===== config.mk =====
export PLATFORM = sky130hd
export DESIGN_NAME = gat_feature_store
export DESIGN_NICKNAME = d
export VERILOG_FILES = /design/src/verilog/gat_pkg.sv /design/src/verilog/feature_mem_if.sv /design/src/verilog/feature_fifo.sv /design/src/verilog/feature_controller.sv /design/src/verilog/axil_feature_reader.sv /design/src/verilog/feature_mem_arbiter.sv /design/src/verilog/feature_bram.sv /design/src/verilog/gat_feature_store.sv
export VERILOG_INCLUDE_DIRS = /design/src /design/src/verilog
export SDC_FILE = /design/constraint.sdc
export NUM_CORES = 2
export LEC_CHECK = 0
export BUFFER_PORTS_ARGS = -buffer_cell sky130_fd_sc_hd__buf_2
export CAP_MARGIN = 20
export CELL_PAD_IN_SITES_DETAIL_PLACEMENT = 0
export CELL_PAD_IN_SITES_GLOBAL_PLACEMENT = 1
export CORE_AREA = 10 10 621 623
export DETAILED_ROUTE_END_ITERATION = 16
export DIE_AREA = 0 0 631 633
export PLACE_DENSITY = 0.74
export RECOVER_POWER = 25
export SKIP_CTS_REPAIR_TIMING = 1
export SLEW_MARGIN = 10
export SYNTH_ARGS = -nofsm -noshare
export SYNTH_HDL_FRONTEND = slang
export SYNTH_HIERARCHICAL = 1
export SYNTH_MEMORY_MAX_BITS = 65536
export SYNTH_SLANG_ARGS = --single-unit

===== constraint.sdc =====
create_clock -name clk -period 5 [get_ports clk]
set_input_delay 0.5 -clock clk [delete_from_list [all_inputs] [get_ports clk]]
set_output_delay 0.5 -clock clk [all_outputs]
set_load 0.01 [all_outputs]

===== src/verilog/gat_params.svh =====
`ifndef GAT_PARAMS_SVH
`define GAT_PARAMS_SVH

// feature vector layout coming out of the layer datapath
`define NUM_FEATURE_OUT    4
`define DATA_WIDTH         16
`define NEW_FEATURE_WIDTH  (`NUM_FEATURE_OUT * `DATA_WIDTH)

// feature bram, word addressed
`define FEATURE_ADDR_W     8

// vectors buffered ahead of the serializer
`define FEATURE_FIFO_DEPTH 4

// host side, byte addressed
`define AXIL_ADDR_W        10

`endif


===== src/verilog/gat_pkg.sv =====
`include "gat_params.svh"

package gat_pkg;

  // one word as stored in the feature bram
  typedef logic [`DATA_WIDTH-1:0]                 feat_word_t;

  // whole vector, word 0 in the low bits
  typedef logic [`NEW_FEATURE_WIDTH-1:0]          feat_vec_t;

  typedef logic [`FEATURE_ADDR_W-1:0]             feat_addr_t;

  // word index inside a vector
  typedef logic [$clog2(`NUM_FEATURE_OUT)-1:0]    beat_cnt_t;

  typedef logic [`AXIL_ADDR_W-1:0]                axil_addr_t;
  typedef logic [1:0]                             axil_resp_t;

  typedef enum logic [1:0] {
    rd_idle,  // waiting for an address
    rd_req,   // read request out to the arbiter
    rd_wait,  // bram output settles this cycle
    rd_resp   // holding the r channel
  } rd_state_e;

endpackage


===== src/verilog/feature_mem_if.sv =====
`timescale 1ns/1ns

// one client's path into the shared feature bram
interface feature_mem_if import gat_pkg::*; ();

  logic        req;    // held until gnt
  logic        we;
  feat_addr_t  addr;
  feat_word_t  wdata;
  logic        gnt;    // access done at the edge with req && gnt
  feat_word_t  rdata;  // valid the cycle after a read grant

  modport client (
    output req,
    output we,
    output addr,
    output wdata,
    input  gnt,
    input  rdata
  );

  modport arbiter (
    input  req,
    input  we,
    input  addr,
    input  wdata,
    output gnt,
    output rdata
  );

endinterface


===== src/verilog/feature_fifo.sv =====
`timescale 1ns/1ns
`include "gat_params.svh"

module feature_fifo import gat_pkg::*; (
  input  logic       clk,
  input  logic       rst_n,
  input  feat_vec_t  din,
  input  logic       wr_vld,
  input  logic       rd_vld,
  output feat_vec_t  dout,
  output logic       empty,
  output logic       full
);

  localparam int DEPTH = `FEATURE_FIFO_DEPTH;
  localparam int PTR_W = (DEPTH > 1) ? $clog2(DEPTH) : 1;

  feat_vec_t          mem [DEPTH];
  logic [PTR_W-1:0]   wr_ptr;
  logic [PTR_W-1:0]   rd_ptr;
  logic [PTR_W:0]     count;  // occupancy, 0..DEPTH
  logic               do_wr;
  logic               do_rd;

  assign do_wr = wr_vld && !full;  // push into a full fifo is dropped
  assign do_rd = rd_vld && !empty;

  assign empty = (count == '0);
  assign full  = (count == (PTR_W+1)'(DEPTH));
  assign dout  = mem[rd_ptr];  // head is visible without a read strobe

  always_ff @(posedge clk) begin
    if (do_wr) begin
      mem[wr_ptr] <= din;
    end
  end

  always_ff @(posedge clk or negedge rst_n) begin
    if (!rst_n) begin
      wr_ptr <= '0;
      rd_ptr <= '0;
      count  <= '0;
    end else begin
      if (do_wr) begin
        wr_ptr <= (wr_ptr == PTR_W'(DEPTH - 1)) ? '0 : wr_ptr + 1'b1;
      end
      if (do_rd) begin
        rd_ptr <= (rd_ptr == PTR_W'(DEPTH - 1)) ? '0 : rd_ptr + 1'b1;
      end
      case ({do_wr, do_rd})
        2'b10:   count <= count + 1'b1;
        2'b01:   count <= count - 1'b1;
        default: count <= count;  // both or neither
      endcase
    end
  end

endmodule


===== src/verilog/feature_controller.sv =====
`timescale 1ns/1ns
`include "gat_params.svh"

module feature_controller import gat_pkg::*; (
  input  logic       clk,
  input  logic       rst_n,
  input  feat_vec_t  new_feature,
  input  logic       new_feature_vld,
  output logic       new_feature_rdy,
  feature_mem_if.client mem
);

  localparam beat_cnt_t LAST_BEAT = beat_cnt_t'(`NUM_FEATURE_OUT - 1);

  feat_vec_t   fifo_dout;
  logic        fifo_wr;
  logic        fifo_rd;
  logic        fifo_empty;
  logic        fifo_full;

  beat_cnt_t   beat;       // word of the head vector going out now
  feat_addr_t  wr_addr;    // running word count, wraps at bram depth
  logic        word_done;

  feature_fifo feature_fifo_inst (
    .clk    (clk),
    .rst_n  (rst_n),
    .din    (new_feature),
    .wr_vld (fifo_wr),
    .rd_vld (fifo_rd),
    .dout   (fifo_dout),
    .empty  (fifo_empty),
    .full   (fifo_full)
  );

  // back-pressure straight from the fifo level
  assign new_feature_rdy = !fifo_full;
  assign fifo_wr         = new_feature_vld && new_feature_rdy;

  // one write request per word while a vector sits at the head
  assign mem.req   = !fifo_empty;
  assign mem.we    = 1'b1;
  assign mem.addr  = wr_addr;
  assign mem.wdata = fifo_dout[beat * `DATA_WIDTH +: `DATA_WIDTH];  // lowest word first

  assign word_done = mem.req && mem.gnt;
  assign fifo_rd   = word_done && (beat == LAST_BEAT);  // pop after the last word lands

  always_ff @(posedge clk or negedge rst_n) begin
    if (!rst_n) begin
      beat    <= '0;
      wr_addr <= '0;
    end else if (word_done) begin
      // stalled grants leave beat and address where they are
      beat    <= (beat == LAST_BEAT) ? '0 : beat + 1'b1;
      wr_addr <= wr_addr + 1'b1;
    end
  end

endmodule


===== src/verilog/axil_feature_reader.sv =====
`timescale 1ns/1ns
`include "gat_params.svh"

module axil_feature_reader import gat_pkg::*; (
  input  logic        clk,
  input  logic        rst_n,
  input  axil_addr_t  s_axil_araddr,
  input  logic        s_axil_arvalid,
  output logic        s_axil_arready,
  output feat_word_t  s_axil_rdata,
  output axil_resp_t  s_axil_rresp,
  output logic        s_axil_rvalid,
  input  logic        s_axil_rready,
  feature_mem_if.client mem
);

  localparam axil_resp_t RESP_OKAY = 2'b00;

  rd_state_e   state;
  rd_state_e   state_nxt;
  feat_addr_t  rd_addr;   // word address of the pending read
  feat_word_t  rd_data;   // held for the r channel

  // only one read in flight, so the address channel opens in idle only
  assign s_axil_arready = (state == rd_idle);
  assign s_axil_rvalid  = (state == rd_resp);
  assign s_axil_rdata   = rd_data;
  assign s_axil_rresp   = RESP_OKAY;  // every word address is backed by the bram

  assign mem.req   = (state == rd_req);
  assign mem.we    = 1'b0;
  assign mem.addr  = rd_addr;
  assign mem.wdata = '0;

  always_comb begin
    state_nxt = state;
    case (state)
      rd_idle: begin
        if (s_axil_arvalid) begin
          state_nxt = rd_req;
        end
      end
      rd_req: begin
        if (mem.gnt) begin
          state_nxt = rd_wait;  // bram reads at this edge
        end
      end
      rd_wait: begin
        state_nxt = rd_resp;
      end
      rd_resp: begin
        if (s_axil_rready) begin
          state_nxt = rd_idle;
        end
      end
      default: begin
        state_nxt = rd_idle;
      end
    endcase
  end

  always_ff @(posedge clk or negedge rst_n) begin
    if (!rst_n) begin
      state <= rd_idle;
    end else begin
      state <= state_nxt;
    end
  end

  always_ff @(posedge clk) begin
    if (s_axil_arvalid && s_axil_arready) begin
      // byte address to word address
      rd_addr <= s_axil_araddr[`AXIL_ADDR_W-1:2];
    end
    if (state == rd_wait) begin
      rd_data <= mem.rdata;
    end
  end

endmodule


===== src/verilog/feature_mem_arbiter.sv =====
`timescale 1ns/1ns

module feature_mem_arbiter import gat_pkg::*; (
  input  logic        clk,
  input  logic        rst_n,
  feature_mem_if.arbiter wr_port,
  feature_mem_if.arbiter rd_port,
  output logic        bram_en,
  output logic        bram_we,
  output feat_addr_t  bram_addr,
  output feat_word_t  bram_wdata,
  input  feat_word_t  bram_rdata
);

  logic  wr_first;  // writer wins a tie when set
  logic  gnt_wr;
  logic  gnt_rd;

  // a lone request is granted at once, a tie goes to the one that waited
  assign gnt_wr = wr_port.req && (!rd_port.req || wr_first);
  assign gnt_rd = rd_port.req && !gnt_wr;

  assign wr_port.gnt = gnt_wr;
  assign rd_port.gnt = gnt_rd;

  // read data fans out to both clients, only the granted reader samples it
  assign wr_port.rdata = bram_rdata;
  assign rd_port.rdata = bram_rdata;

  assign bram_en = gnt_wr || gnt_rd;

  always_comb begin
    if (gnt_wr) begin
      bram_we    = wr_port.we;
      bram_addr  = wr_port.addr;
      bram_wdata = wr_port.wdata;
    end else if (gnt_rd) begin
      bram_we    = rd_port.we;
      bram_addr  = rd_port.addr;
      bram_wdata = rd_port.wdata;
    end else begin
      bram_we    = 1'b0;
      bram_addr  = rd_port.addr;  // keeps the read port pointed somewhere sane
      bram_wdata = '0;
    end
  end

  always_ff @(posedge clk or negedge rst_n) begin
    if (!rst_n) begin
      wr_first <= 1'b1;
    end else if (gnt_wr) begin
      wr_first <= 1'b0;  // hand priority over
    end else if (gnt_rd) begin
      wr_first <= 1'b1;
    end
  end

endmodule


===== src/verilog/feature_bram.sv =====
`timescale 1ns/1ns
`include "gat_params.svh"

module feature_bram import gat_pkg::*; (
  input  logic        clk,
  input  logic        en,
  input  logic        we,
  input  feat_addr_t  addr,
  input  feat_word_t  wdata,
  output feat_word_t  rdata
);

  localparam int DEPTH = 1 << `FEATURE_ADDR_W;

  feat_word_t  mem [DEPTH];  // contents undefined until written

  always_ff @(posedge clk) begin
    if (en && we) begin
      mem[addr] <= wdata;
    end
  end

  // registered read returns old data on a same-address write
  always_ff @(posedge clk) begin
    rdata <= mem[addr];
  end

endmodule


===== src/verilog/gat_feature_store.sv =====
`timescale 1ns/1ns

module gat_feature_store import gat_pkg::*; (
  input  logic        clk,
  input  logic        rst_n,
  input  feat_vec_t   new_feature,
  input  logic        new_feature_vld,
  output logic        new_feature_rdy,
  input  axil_addr_t  s_axil_araddr,
  input  logic        s_axil_arvalid,
  output logic        s_axil_arready,
  output feat_word_t  s_axil_rdata,
  output axil_resp_t  s_axil_rresp,
  output logic        s_axil_rvalid,
  input  logic        s_axil_rready
);

  logic        bram_en;
  logic        bram_we;
  feat_addr_t  bram_addr;
  feat_word_t  bram_wdata;
  feat_word_t  bram_rdata;

  feature_mem_if wr_port ();  // controller side
  feature_mem_if rd_port ();  // host reader side

  feature_controller feature_controller_inst (
    .clk             (clk),
    .rst_n           (rst_n),
    .new_feature     (new_feature),
    .new_feature_vld (new_feature_vld),
    .new_feature_rdy (new_feature_rdy),
    .mem             (wr_port.client)
  );

  axil_feature_reader axil_feature_reader_inst (
    .clk            (clk),
    .rst_n          (rst_n),
    .s_axil_araddr  (s_axil_araddr),
    .s_axil_arvalid (s_axil_arvalid),
    .s_axil_arready (s_axil_arready),
    .s_axil_rdata   (s_axil_rdata),
    .s_axil_rresp   (s_axil_rresp),
    .s_axil_rvalid  (s_axil_rvalid),
    .s_axil_rready  (s_axil_rready),
    .mem            (rd_port.client)
  );

  feature_mem_arbiter feature_mem_arbiter_inst (
    .clk        (clk),
    .rst_n      (rst_n),
    .wr_port    (wr_port.arbiter),
    .rd_port    (rd_port.arbiter),
    .bram_en    (bram_en),
    .bram_we    (bram_we),
    .bram_addr  (bram_addr),
    .bram_wdata (bram_wdata),
    .bram_rdata (bram_rdata)
  );

  feature_bram feature_bram_inst (
    .clk   (clk),
    .en    (bram_en),
    .we    (bram_we),
    .addr  (bram_addr),
    .wdata (bram_wdata),
    .rdata (bram_rdata)
  );

endmodule


Yosys cells after proc, flatten, opt, wreduce, memory -nomap -nowiden
Memories as Yosys holds them, arrays and structs flattened. A register that Yosys moved wholly into a read port is not among the register bits.
Index checks and enable logic that the tools add are counted.
{ "totals": {"reg_bits": 44, "latchBits": 0, "ramBits": 4352, "mem_bits_ro": 0, "input_bits": 79, "output_inout_bits": 21, "word_cells": 67, "memories": 2} }
{ "classes": {"add_sub_neg": 6, "multipliers": 0, "div": 0, "n_lt_le_gt_ge": 0, "eq_ne": 12, "shifts": 1, "n_mux": 17, "bitwise_logic": 0, "reduce_logical": 20} }
{ "mem_list": {"columns": ["name", "depth", "width", "read_ports", "rd_clocked_by_memory_dff", "wr", "line", "source"], "rows": [
  ["feature_bram_inst.mem", 256, 16, 1, 1, 1, "feature_bram.sv:15", "feat_word_t mem [DEPTH];"],
  ["feature_controller_inst.feature_fifo_inst.mem", 4, 64, 1, 0, 1, "feature_fifo.sv:18", "feat_vec_t mem [DEPTH];"]
]} }
{ "op_table": {"columns": ["op", "count"], "rows": [
  ["variable part select 64 x 7 -> 16 bit", 1],
  ["2-to-1 mux 16 bit", 1],
  ["== test 2 bit, second input constant", 6],
  ["2-to-1 mux 2 bit", 6],
  ["logical AND 1 bit", 9],
  ["adder 8 x 1 -> 8 bit, second input constant", 1],
  ["2-to-1 mux 8 bit", 1],
  ["one-hot mux 2 bit (4 select lines)", 1],
  ["2-to-1 mux 1 bit", 7],
  ["adder 2 x 1 -> 2 bit, second input constant", 3],
  ["one-hot mux 3 bit (2 select lines)", 1],
  ["== test 2 x 1 -> 1 bit, second input constant", 2],
  ["logical NOT 1 bit", 4],
  ["!= test 2 bit, second input constant", 2],
  ["nonzero test 2 bit", 2],
  ["adder 3 x 1 -> 3 bit, second input constant", 1],
  ["== test 3 bit, second input constant", 1],
  ["logical NOT 3 bit", 1],
  ["AND reduction 3 bit", 1],
  ["subtractor 3 x 1 -> 3 bit, second input constant", 1],
  ["logical NOT 2 bit", 1],
  ["logical OR 1 bit", 2],
  ["!= test 2 x 1 -> 1 bit, second input constant", 1]
]} }

Depth between registers and ports, before layout
{ "depth": {"ltp_word": 10, "mapped_depth": 15, "ltp_nobuf": 13} }

Cells and area by module
Netlist, hierarchy kept.
{ "modules_own_cells": {"columns": ["module", "instances", "cells_per_inst", "area_per_inst_um2", "seq_area_each_um2"], "rows": [
  ["feature_bram", 1, 6704, 155081.2, 123318.3],
  ["feature_fifo", 1, 374, 9680.5, 7862.5],
  ["axil_feature_reader", 1, 61, 1039.7, 770.7],
  ["feature_controller", 1, 61, 902.1, 250.2],
  ["feature_mem_arbiter", 1, 67, 580.6, 26.3]
]} }

Least setup slack after synthesis
Ideal clock, no wire load.
{ "synth_timing": {"kind": "reg2reg", "from": "register feature_controller_inst.feature_fifo_inst.rd_ptr[0]", "to": "memory feature_bram_inst/mem[0][13] (netlist bit), data pin", "setup_ps": 864, "arrival_ps": 4506, "required_ps": 4136, "setup_slack_ps": -370, "path_stages_with_launch": 6, "n_path_buf": 2, "period_less_slack_ps": 5370, "cell_sequence": "dfrtp_1 -> buf_6 -> buf_6 -> mux4_2 -> mux4_2 -> a22o_1"} }
{ "synth_between": {"elab_chain_cells": 3} }
{ "synth_rtl": {"columns": ["element", "line", "source"], "rows": [
  ["start: declaration", "feature_fifo.sv:20", "logic [PTR_W-1:0] rd_ptr;"],
  ["start signal: assignment", "feature_fifo.sv:48", "rd_ptr <= (rd_ptr == PTR_W'(DEPTH - 1)) ? '0 : rd_ptr + 1'b1;"],
  ["memory (4 x 64 bit)", null, null],
  ["named net feature_controller_inst.fifo_dout[29]", "feature_controller.sv:15", "feat_vec_t fifo_dout;"],
  ["variable part select 64 x 7 -> 16 bit", "feature_controller.sv:44", "assign mem.wdata = fifo_dout[beat * `DATA_WIDTH +: `DATA_WIDTH];"],
  ["named net wr_port.wdata[13]", "feature_mem_if.sv:9", "feat_word_t wdata;"],
  ["2-to-1 mux 16 bit", "feature_mem_arbiter.sv:33", "if (gnt_wr) begin"],
  ["named net bram_wdata[13]", "gat_feature_store.sv:21", "feat_word_t bram_wdata;"],
  ["end: declaration", "feature_bram.sv:15", null]
]} }
The timed path passes the listed nets, and every way through them passes these cells.

Worst setup path in the final report
{ "layout_timing": {"from": "register axil_feature_reader_inst.state[1]", "to": "register feature_bram_inst.rdata[7] (read register of feature_bram_inst.mem)"} }
{ "layout_between": {"elab_chain_cells": 5} }
{ "layout_rtl": {"columns": ["element", "line", "source"], "rows": [
  ["start: declaration", "axil_feature_reader.sv:19", "rd_state_e state;"],
  ["start signal: assignment", "axil_feature_reader.sv:64", "state <= rd_idle;"],
  ["start signal: assignment", "axil_feature_reader.sv:66", "state <= state_nxt;"],
  ["== test 2 x 1 -> 1 bit", "axil_feature_reader.sv:30", "assign mem.req = (state == rd_req);"],
  ["named net rd_port.req", "feature_mem_if.sv:6", "logic req;"],
  ["logical NOT 1 bit", "feature_mem_arbiter.sv:20", "assign gnt_wr = wr_port.req && (!rd_port.req || wr_first);"],
  ["logical OR 1 bit", "feature_mem_arbiter.sv:20", null],
  ["logical AND 1 bit", "feature_mem_arbiter.sv:20", null],
  ["named net wr_port.gnt", "feature_mem_if.sv:10", "logic gnt;"],
  ["2-to-1 mux 8 bit", "feature_mem_arbiter.sv:33", null],
  ["named net bram_addr[2]", "gat_feature_store.sv:20", "feat_addr_t bram_addr;"],
  ["end: declaration", "feature_bram.sv:10", "output feat_word_t rdata"]
]} }
The timed path passes the listed nets, and every way through them passes these cells.
A chain may end at the register's enable or synchronous reset.

==> impl_metrics.tcl <==
set metrics [dict create \
    status "finished, violations left" \
    violations "max-capacitance violations, max-slew violations" \
    fmax_mhz 210 \
    clock-sinks 4412 \
    worstMarginPinSlew_ns 2.87 \
    path_clk_slew_ns 0.06 \
    htreeDepth 5 \
    clk_latency_ns 0.98 \
    p_total_mw 145 \
    mostFrequentLayoutCell "edfxtp_1" \
    final_nets 8138 \
    drt_wl_total_mm 414 \
    gp_congestion 0.845 \
    crit_type "reg -> reg" \
    reg2regPathDepth 15 \
    ys_warn_count 6 \
    setup_viol 0 \
    startpoint_type "flip-flop" \
    num-fill-cells 28700 \
    wl_per_cell_um 30.9 \
    switchingPower_mw 52.1 \
    synth_cells 7251 \
    place_area_um2 178000 \
    cap_viol_max_count 10 \
    fin_area_um2 193000 \
    drtIter0Drc 10900 \
    grtUsageTotal 0.203 \
    cp.required_ns 5.89 \
    drc 0 \
    core_um2 374000 \
    initial_core_util 0.447 \
    crit_path_end_kind "flip-flop" \
    cts_tree "yes" \
    finalCritPeriodShare 0.954 \
    seqPwrFrac 0.388 \
    p_int_mw 92.5 \
    ant_nets 0 \
    slew_headroom -0.911 \
    r2r_start "axil_feature_reader_inst/state[1]$_DFFE_PN0P_" \
    rr_endpoint "feature_bram_inst/rdata[7]$_DFF_P_" \
    cp.arrival_ns 5.66 \
    path_max_fanout 25 \
    dp_hpwl_mm 249 \
    drt_pass1_iterations 6 \
    grt_pass1_vias 81000 \
    num_vias 81000 \
    synthToLayoutAreaGrowth_pct 15.2 \
    leakagePower_nw 60.0 \
    maxSlewViolCount 509 \
    die_w_um 631 \
    clockBufferDepth 4 \
    switching_share 0.360 \
    finalCriticalPeriod_ns 4.77 \
    grt_overflow 0 \
    syn_area_um2 167000 \
    p_per_area_nw_per_um2 751 \
    cts_made_buffers 423 \
    hold_path_depth 4 \
    hold_path.class "in -> reg" \
    utilization 0.515 \
    clkPwrFrac 0.221 \
    final_cell_mix "edfxtp_1 (4,376), mux4_2 (1,096), buf_4 (561), a22oi_1 (512), clkbuf_16 (428)" \
    via_per_inst 6.04 \
    min_to "axil_feature_reader_inst/state[1]$_DFFE_PN0P_" \
    hold_path.startpoint "s_axil_rready" \
    portBuffers 95 \
    die_area_um2 399000 \
    vdd_drop_max_uv 1130 \
    rrSetupSlack_ns 0.23 \
    rsz0062_at_grt "no" \
    grt_max_degree 169 \
    postSynthAreaPerCell_um2 23.1 \
    drive_above_1_share 0.291 \
    finClkSkew_ns 0.0502 \
    grt_pass1_wl_mm 595 \
    p_comb_frac 0.392 \
    dieHeight_um 633 \
    io_pins 100 \
    antenna_found_initial 22 \
    row_count 225 \
    finalHoldViolCount 0 \
    cts_root_buffer "clkbuf_16" \
]
==> power by group through the flow <==
stage	combinational (mW)	sequential, mW	clock [mW]
after detailed placement	57.2	56.6	0
final	56.6	56.0	31.9
after CTS	57.3	55.8	32.3
after global routing	59.7	56.1	33.8
after global placement	55.4	56.5	0
after floorplan	30.4	55.2	0
==> critical path: stages, from the launching register on <==
cell,delay (ns)
dfrtp_1,0.40
inv_1,0.09
ha_1,0.29
a21boi_4,0.25
buf_4,0.38
mux2_2,0.49
nor2b_4,0.49
buf_12,0.28
buf_4,0.22
buf_4,0.20
buf_4,0.18
a22oi_1,0.10
a21oi_1,0.76
o41ai_4,0.22
buf_4,0.21
nand4_1,0.09
==> stage by stage <==
step	setup WS, ns	instances	setup TNS [ns]	hold slack [ns]
finish	0.231	13400	0	0.0454
CTS	-0.0388	13300	-0.0388	-0.549
floorplan	-0.366	7269	-834.19	0.204
detailed placement	-0.000426	12500	-0.000426	0.389
global route	0.0425	13400	0	0.0225
global placement	-0.176	12500	-62.88	0.391
==> final cells by class <==
cell class / instances / area (um^2) / share of cell area
clock buffers: 517 / 11100 / 0.0578
clock inverters: 264 / 2760 / 0.0143
repair buffers: 821 / 6980 / 0.0362
inverters: 15 / 56.3 / 0.000292
diodes: 9 / 22.5 / 0.000117
flip-flops and latches: 4412 / 132000 / 0.687
multi-input cells: 2372 / 33100 / 0.172
well taps: 4994 / 6250 / 0.0325
==> worst max path at each step <==
stage / from / endpoint / slack, ns
3_5_place_dp: flip-flop / feature_bram_inst/rdata[7]$_DFF_P_ / -0.0004
3_3_place_gp: flip-flop / feature_bram_inst/mem[47][15]$_DFFE_PP_ / -0.18
6_report: axil_feature_reader_inst/state[1]$_DFFE_PN0P_ / feature_bram_inst/rdata[7]$_DFF_P_ / 0.23
4_1_cts: flip-flop / feature_bram_inst/rdata[7]$_DFF_P_ / -0.04
2_1_floorplan: flip-flop / feature_bram_inst/mem[0][8]$_DFFE_PP_ / -0.37
5_1_grt: flip-flop / feature_bram_inst/rdata[7]$_DFF_P_ / 0.04
==> routing by layer <==
metal,GRT usage,vias up,routed length (um)
met5,0,-,63
met4,0.0751,10,17200
met3,0.0359,712,38300
met2,0.326,4155,201000
met1,0.282,43400,158000
li1,-,32700,-
==> sequential cells by signal (all words and copies together), names as in the netlist <==
name / flops
feature_controller_inst/feature_fifo_inst/wr_ptr: 2
axil_feature_reader_inst/s_axil_rdata: 16
feature_controller_inst/beat: 2
feature_bram_inst/mem: 4096
feature_controller_inst/mem.addr: 8
feature_controller_inst/feature_fifo_inst/count: 3
feature_controller_inst/feature_fifo_inst/mem: 256
feature_controller_inst/feature_fifo_inst/rd_ptr: 2
axil_feature_reader_inst/state: 2
feature_mem_arbiter_inst/wr_first: 1
axil_feature_reader_inst/mem.addr: 8
feature_bram_inst/rdata: 16
Power figures use the tool's default switching activity.
